===== config.mk =====
export PLATFORM = sky130hd
export DESIGN_NAME = axil_sram_slave
export DESIGN_NICKNAME = d
export VERILOG_FILES = /design/src/hdl/axil_sram_pkg.sv /design/src/hdl/axil_sram_slave.sv
export VERILOG_INCLUDE_DIRS = /design/src /design/src/hdl
export SDC_FILE = /design/constraint.sdc
export NUM_CORES = 1
export LEC_CHECK = 0
export ABC_CLOCK_PERIOD_IN_PS = 1800
export BUFFER_PORTS_ARGS = -buffer_cell sky130_fd_sc_hd__buf_2
export CORE_AREA = 2 2 141 143
export CTS_BUF_LIST = sky130_fd_sc_hd__clkbuf_16
export CTS_CLUSTER_SIZE = 14
export DETAILED_ROUTE_END_ITERATION = 16
export DIE_AREA = 0 0 143 145
export PLACE_DENSITY = 0.38
export SLEW_MARGIN = 10
export SYNTH_ARGS = -nofsm -noshare
export SYNTH_HDL_FRONTEND = slang
export SYNTH_SLANG_ARGS = --single-unit

===== constraint.sdc =====
create_clock -name clk -period 1.8 [get_ports clk]
set_clock_uncertainty 0.1 [all_clocks]
set_input_delay 0.18 -clock clk [delete_from_list [all_inputs] [get_ports clk]]
set_output_delay 0.18 -clock clk [all_outputs]
set_load 0.05 [all_outputs]

===== src/hdl/axil_sram_settings.svh =====
// Bus widths and SRAM geometry for the AXI-Lite data memory, included by the package and RTL
`ifndef AXIL_SRAM_SETTINGS_SVH
`define AXIL_SRAM_SETTINGS_SVH

// AXI4-Lite bus
`define AXIL_DATA_WIDTH 64
`define AXIL_ADDR_WIDTH 32
`define AXIL_STRB_WIDTH 8

// Word index width, 256 words
`define SRAM_ADDR_WD 8

// Byte offset bits inside one 64-bit word
`define SRAM_BYTE_OFS 3

`endif

===== src/hdl/axil_sram_pkg.sv =====
// Channel structs, SRAM request struct and enums shared by the AXI-Lite data memory
`include "axil_sram_settings.svh"

package axil_sram_pkg;

  typedef enum logic [1:0] {
    RESP_OKAY   = 2'd0,
    RESP_SLVERR = 2'd2
  } axil_resp_e;

  typedef enum logic {
    RD_IDLE,
    RD_RESP
  } rd_state_e;

  typedef enum logic {
    WR_IDLE,
    WR_RESP
  } wr_state_e;

  typedef struct packed {
    logic [`AXIL_ADDR_WIDTH-1:0] addr;
    logic [2:0]                  prot;
  } axil_aw_t;

  typedef struct packed {
    logic [`AXIL_DATA_WIDTH-1:0] data;
    logic [`AXIL_STRB_WIDTH-1:0] strb;
  } axil_w_t;

  typedef struct packed {
    axil_resp_e resp;
  } axil_b_t;

  typedef struct packed {
    logic [`AXIL_ADDR_WIDTH-1:0] addr;
    logic [2:0]                  prot;
  } axil_ar_t;

  typedef struct packed {
    logic [`AXIL_DATA_WIDTH-1:0] data;
    axil_resp_e                  resp;
  } axil_r_t;

  // Single-cycle strobe, at most one of wen and ren is set
  typedef struct packed {
    logic                        wen;
    logic                        ren;
    logic [`SRAM_ADDR_WD-1:0]    idx;
    logic [`AXIL_STRB_WIDTH-1:0] wmask;
    logic [`AXIL_DATA_WIDTH-1:0] wdata;
  } sram_req_t;

endpackage


===== src/hdl/axil_sram_slave.sv =====
// AXI4-Lite slave that turns single write or read transfers into SRAM requests, write first
`include "axil_sram_settings.svh"

module axil_sram_slave (
  input  logic                          clk,
  input  logic                          rst,

  input  axil_sram_pkg::axil_aw_t       i_aw,
  input  logic                          i_aw_valid,
  output logic                          o_aw_ready,

  input  axil_sram_pkg::axil_w_t        i_w,
  input  logic                          i_w_valid,
  output logic                          o_w_ready,

  output axil_sram_pkg::axil_b_t        o_b,
  output logic                          o_b_valid,
  input  logic                          i_b_ready,

  input  axil_sram_pkg::axil_ar_t       i_ar,
  input  logic                          i_ar_valid,
  output logic                          o_ar_ready,

  output axil_sram_pkg::axil_r_t        o_r,
  output logic                          o_r_valid,
  input  logic                          i_r_ready,

  output axil_sram_pkg::sram_req_t      o_sram_req,
  input  logic [`AXIL_DATA_WIDTH-1:0]   i_sram_rdata
);

  // First address bit above the word index
  localparam int RANGE_LSB = `SRAM_BYTE_OFS + `SRAM_ADDR_WD;

  axil_sram_pkg::wr_state_e  wr_state;
  axil_sram_pkg::rd_state_e  rd_state;
  axil_sram_pkg::axil_resp_e b_resp_q;
  axil_sram_pkg::axil_resp_e r_resp_q;

  logic                      wr_ready_q;
  logic                      ar_ready_q;
  logic                      wr_accept;
  logic                      rd_accept;
  logic                      aw_oor;
  logic                      ar_oor;
  logic [`SRAM_ADDR_WD-1:0]  aw_idx;
  logic [`SRAM_ADDR_WD-1:0]  ar_idx;

  // Address decode, anything with upper bits set lies past the array
  assign aw_idx = i_aw.addr[`SRAM_BYTE_OFS +: `SRAM_ADDR_WD];
  assign ar_idx = i_ar.addr[`SRAM_BYTE_OFS +: `SRAM_ADDR_WD];
  assign aw_oor = |i_aw.addr[`AXIL_ADDR_WIDTH-1:RANGE_LSB];
  assign ar_oor = |i_ar.addr[`AXIL_ADDR_WIDTH-1:RANGE_LSB];

  // Write needs both AW and W, and waits for the previous B to be taken
  assign wr_accept = i_aw_valid && i_w_valid &&
                     (wr_state == axil_sram_pkg::WR_IDLE) && !wr_ready_q;

  // Read yields the SRAM port to a write issued in the same cycle
  assign rd_accept = i_ar_valid && (rd_state == axil_sram_pkg::RD_IDLE) &&
                     !ar_ready_q && !o_sram_req.wen;

  // SRAM request
  assign o_sram_req.wen   = wr_accept && !aw_oor;
  assign o_sram_req.ren   = rd_accept && !ar_oor;
  assign o_sram_req.idx   = o_sram_req.wen ? aw_idx : ar_idx;
  assign o_sram_req.wmask = i_w.strb;
  assign o_sram_req.wdata = i_w.data;

  // Write channel FSM and ready pulse
  always_ff @(posedge clk) begin
    if (rst) begin
      wr_state   <= axil_sram_pkg::WR_IDLE;
      wr_ready_q <= 1'b0;
    end else begin
      wr_ready_q <= wr_accept;
      case (wr_state)
        axil_sram_pkg::WR_IDLE: begin
          if (wr_accept) begin
            wr_state <= axil_sram_pkg::WR_RESP;
          end
        end
        axil_sram_pkg::WR_RESP: begin
          if (i_b_ready) begin
            wr_state <= axil_sram_pkg::WR_IDLE;
          end
        end
        default: wr_state <= axil_sram_pkg::WR_IDLE;
      endcase
    end
  end

  // Read channel FSM and ready pulse
  always_ff @(posedge clk) begin
    if (rst) begin
      rd_state   <= axil_sram_pkg::RD_IDLE;
      ar_ready_q <= 1'b0;
    end else begin
      ar_ready_q <= rd_accept;
      case (rd_state)
        axil_sram_pkg::RD_IDLE: begin
          if (rd_accept) begin
            rd_state <= axil_sram_pkg::RD_RESP;
          end
        end
        axil_sram_pkg::RD_RESP: begin
          if (i_r_ready) begin
            rd_state <= axil_sram_pkg::RD_IDLE;
          end
        end
        default: rd_state <= axil_sram_pkg::RD_IDLE;
      endcase
    end
  end

  // Response codes, captured at accept
  always_ff @(posedge clk) begin
    if (wr_accept) begin
      b_resp_q <= aw_oor ? axil_sram_pkg::RESP_SLVERR : axil_sram_pkg::RESP_OKAY;
    end
    if (rd_accept) begin
      r_resp_q <= ar_oor ? axil_sram_pkg::RESP_SLVERR : axil_sram_pkg::RESP_OKAY;
    end
  end

  assign o_aw_ready = wr_ready_q;
  assign o_w_ready  = wr_ready_q;
  assign o_ar_ready = ar_ready_q;

  assign o_b_valid  = (wr_state == axil_sram_pkg::WR_RESP);
  assign o_b.resp   = b_resp_q;

  // SRAM output holds while RD_RESP, so R payload is stable under back-pressure
  assign o_r_valid  = (rd_state == axil_sram_pkg::RD_RESP);
  assign o_r.resp   = r_resp_q;
  assign o_r.data   = (r_resp_q == axil_sram_pkg::RESP_SLVERR) ? '0 : i_sram_rdata;

endmodule


# After elaboration in Yosys (flattened, before gate mapping)
# Cells that the tools add are included.
# op_classes
add_sub_neg,0
n_mul,0
n_div,0
magnitude_cmp,0
n_eq_ne,1
shifts,0
mux,10
n_bitwise,2
reduce_logical,15
# ops
operator,n
64-bit two-way mux,1
21-bit OR reduction,2
1-bit logical AND,8
8-bit two-way mux,1
1-bit logical NOT,5
1-bit two-way mux,4
2-bit two-way mux,2
1-bit one-hot mux with 2 select lines,2
"2-bit equality test, second input constant",1
1-bit inverter,2
# word_totals
register_bits,8
latchBits,0
ramBits,0
romBits,0
inputBits,213
output_inout_bits,155
n_memories,0

# Depth between registers and ports, before layout
# logic_depth
ltp_word,8
ltp_mapped,5
depth_no_buf,5

# Worst setup path before layout
# Ideal clock, no wire load.
# synth_timing
kind,register -> output
startpoint,"register wr_state, in the netlist o_b_valid"
endpoint,output port o_sram_req[81] (netlist bit)
t_arrival_ns,1.987
required_ns,1.520
setup_slack_ns,-0.467
stages_incl_launch_ff,6
cell_sequence,dfxtp_1 nor2_1 nand3_1 inv_1 nand3_1 nor3_1
# synth_lines
item,line_no,text
"start, declared",axil_sram_slave.sv:35,axil_sram_pkg::wr_state_e wr_state;
"start signal, assigned",axil_sram_slave.sv:73,wr_state <= axil_sram_pkg::WR_IDLE;
"start signal, assigned",axil_sram_slave.sv:80,wr_state <= axil_sram_pkg::WR_RESP;
"start signal, assigned",axil_sram_slave.sv:85,wr_state <= axil_sram_pkg::WR_IDLE;
"end, declared",axil_sram_slave.sv:28,"output axil_sram_pkg::sram_req_t o_sram_req,"

==> impl_metrics.ini <==
[cts]
h-tree-depth = 1
cts_tree = done
cts_sinks = 6
cts_buffers = 3
cts-root-buf = clkbuf_16
insertion_delay_ns = 0.23
cts_buffer_depth = 2
clk_pin_slew_ns = 0.03

[finish]
area_growth_syn_to_layout_pct = 83.1
final_cells = 599
multi_input_area_sq_um = 831
n_fill_cell = 2191
final_layout_size_suffix_gt1_frac = 0.760
seqCellArea_sq_um = 143
antenna_cells = 0
fin_nets = 549

[logic_synthesis]
yosysWarnings = 0
synth.avg_cell_area_sq_um = 7.41
syn_inst = 194
synth-seq-cells = 6
yosysSeqAreaShare = 0.0975
ys_types = 23
netlist_area_sq_um = 1440

[detailed_routing]
via_per_inst = 3.01
drcViolationCount = 0
drt_pass1_iterations = 4
vias = 1801
routed_wl_microns = 6270
wire_per_inst_microns = 10.5
drt_iter0_drc = 30
final_antenna_net_count = 0

[placement]
preCtsSetupSlack_ns = -0.322
hpwlAfterDp_microns = 5300
port_buffers = 209
placedCellCount = 592
gp_congestion = 0.674

[global_routing]
antenna_found_initial = 0
grt_pass1_wl_microns = 8560
grt_pass1_vias = 1719
grt_overflow = 0
grt_util_all_layers = 0.0527
grt_max_degree = 66

[pwr]
p_seq_frac = 0.172
p_per_area_nw_per_um2 = 344
leakagePower_nw = 1.35
power_frac_clock = 0.396
p_int_mw = 0.621
p_comb_frac = 0.432
total_power_mw = 0.905
power.net_switching_mw = 0.283
p_sw_frac = 0.313
irDropWorstVdd_mv = 0.191

[timing]
period_needed_ns = 2.01
rsz0062_at_grt = yes
finalWorstSetupSlack_ns = -0.209
setup_violations = 9
setup_tns_ns = -1.11
finalHoldViolCount = 0
slew_violations = 0
max_freq_mhz = 498
period_share = 1.12

[critical_path]
cp-end-kind = output port
r2r_start = o_b_valid$_SDFF_PP0_
crit_chain = buf_6 > or4_4 > or4_4 > nor4_4 > buf_6
ff2ff_path_depth = 7
slowest_stage = or4_4
cpPeakStageDelay_ns = 0.52
cp.arrival_ns = 1.73
crit_type = in -> out
ff2ff_setup_slack_ns = 0.24
crit_path_start_kind = input pin
rr_endpoint = r_resp_q[1]$_DFFE_PP_
crit_path_max_fanout = 2
required_ns = 1.52

[die]
num_io_pins = 368
core_sq_um = 19200
chipHeight_microns = 145
rows = 51
die-area_sq_um = 20700
die_w_microns = 143
start_util = 0.0748

[job]
cap_violations = 0

[min_path]
min_from = rst
min_path_cells = 2
hold_path_class = in -> reg
min_to = o_aw_ready$_SDFF_PP0_

[status]
status = complete, but fails checks
violations = negative setup slack
[cell families after synthesis]
group | after synthesis | synth area share
other | 1 | 0.00261
flip-flops | 6 | 0.0975
buffers and inverters | 84 | 0.418
multiplexers | 8 | 0.0627
AND/OR/NAND/NOR | 93 | 0.410
AO/OA/AOI/OAI | 2 | 0.00957
[sequential cells by signal, summed over array words and instances, names as in the netlist]
register / cells
o_ar_ready: 1
o_b: 1
o_b_valid: 1
o_r_valid: 1
r_resp_q: 1
o_aw_ready: 1
[how the worst max path moves through the flow]
stage,from,endpoint,slack [ns],cells past startpoint
after CTS,i_ar[17],o_sram_req[80],-0.21,5
after detailed placement,i_aw[26],o_sram_req[79],-0.32,7
after global placement,i_ar[17],o_sram_req[80],-0.30,5
after global routing,i_ar[17],o_sram_req[80],-0.25,5
after floorplan,i_ar[17],o_sram_req[80],-0.29,3
final,i_ar[17],o_sram_req[80],-0.21,5
[layout by cell type, fill, tap and decap left out]
master / n
buf_8: 2
nor2b_1: 58
nor3_1: 2
buf_2: 194
edfxtp_1: 2
nor4_4: 3
mux2_2: 1
buf_6: 16
or4_4: 2
nor3_2: 1
nor2b_2: 6
nand4_1: 2
mux2_4: 7
buf_12: 1
inv_4: 1
nor4_2: 2
nor3_4: 2
or3b_2: 1
nor4_1: 4
buf_4: 6
nor2_2: 1
conb_1: 2
dfxtp_2: 2
clkbuf_16: 3
or2_2: 1
a21oi_1: 1
nand2b_1: 2
nor2_1: 2
o41ai_1: 1
nand3_4: 1
dfxtp_1: 2
nand3_2: 1
nand2_1: 2
[through the flow]
stage / hold slack (ns) / area (sq um) / util
CTS: 0.0887 / 2560 / 0.133
floorplan: 0.142 / 1500 / -
global route: 0.115 / 2630 / 0.137
finish: 0.0788 / 2630 / 0.137
global placement: 0.260 / 2330 / 0.121
detailed placement: 0.260 / 2330 / 0.121
[worst max-delay path: cells and delay by family]
| family | cells | cell delay [ns] |
|---|---|---|
| AND/OR/NAND/NOR | 3 | 1.26 |
| buffers and inverters | 2 | 0.28 |
[cells in the mapped netlist]
cell      count  area, sq um
o41ai_1       1         8.76
or3b_2        1         8.76
nor2_1        3         11.3
nor3_1        4         20.0
or2_2         1         6.26
nor3_2        1         10.0
mux2_2        8         90.1
dfxtp_1       4         80.1
a21oi_1       1         5.00
nor4_4        1         21.3
conb_1        1         3.75
clkbuf_1      7         26.3
nand2_1       2         7.51
or4_4         1         11.3
nand3_1       2         10.0
nor2b_1      64          400
or4_1         1         7.51
nand4_1       2         12.5
buf_4        76          571
nand2b_1      2         12.5
inv_1         1         3.75
edfxtp_1      2         60.1
nor4_1        8         50.1
[cell type report]
cell class                      instances  area share
Tap cell                              265       0.126
Timing Repair Buffer                  219       0.473
Inverter                                1     0.00238
Clock buffer                            3      0.0285
Multi-Input combinational cell        105       0.316
Sequential cell                         6      0.0542
[metal layers]
metal | track usage | routed length [microns] | up-vias | share of wire
li1 | - | - | 824 | -
met5 | 0 | 0 | - | 0
met2 | 0.0837 | 2690 | 230 | 0.43
met4 | 0.00743 | 8 | 0 | 0.0013
met3 | 0.0442 | 1360 | 2 | 0.22
met1 | 0.0544 | 2210 | 745 | 0.35
[what timing repair did]
item	in CTS	in global routing
setup buffers	2	2
cloned	1	0
gates resized for setup	33	16
pin swaps	1	5
hold buffers	0	0
endpoints found under the setup margin	9	10
[power by group through the flow]
stage | sequential (mW) | combinational, mW | clock (mW)
6_report | 0.155 | 0.391 | 0.359
5_1_grt | 0.156 | 0.416 | 0.378
4_1_cts | 0.155 | 0.384 | 0.367
3_5_place_dp | 0.157 | 0.352 | 0
3_3_place_gp | 0.157 | 0.351 | 0
2_1_floorplan | 0.179 | 0.590 | 0
No activity file was read; power rests on OpenSTA's default activity.
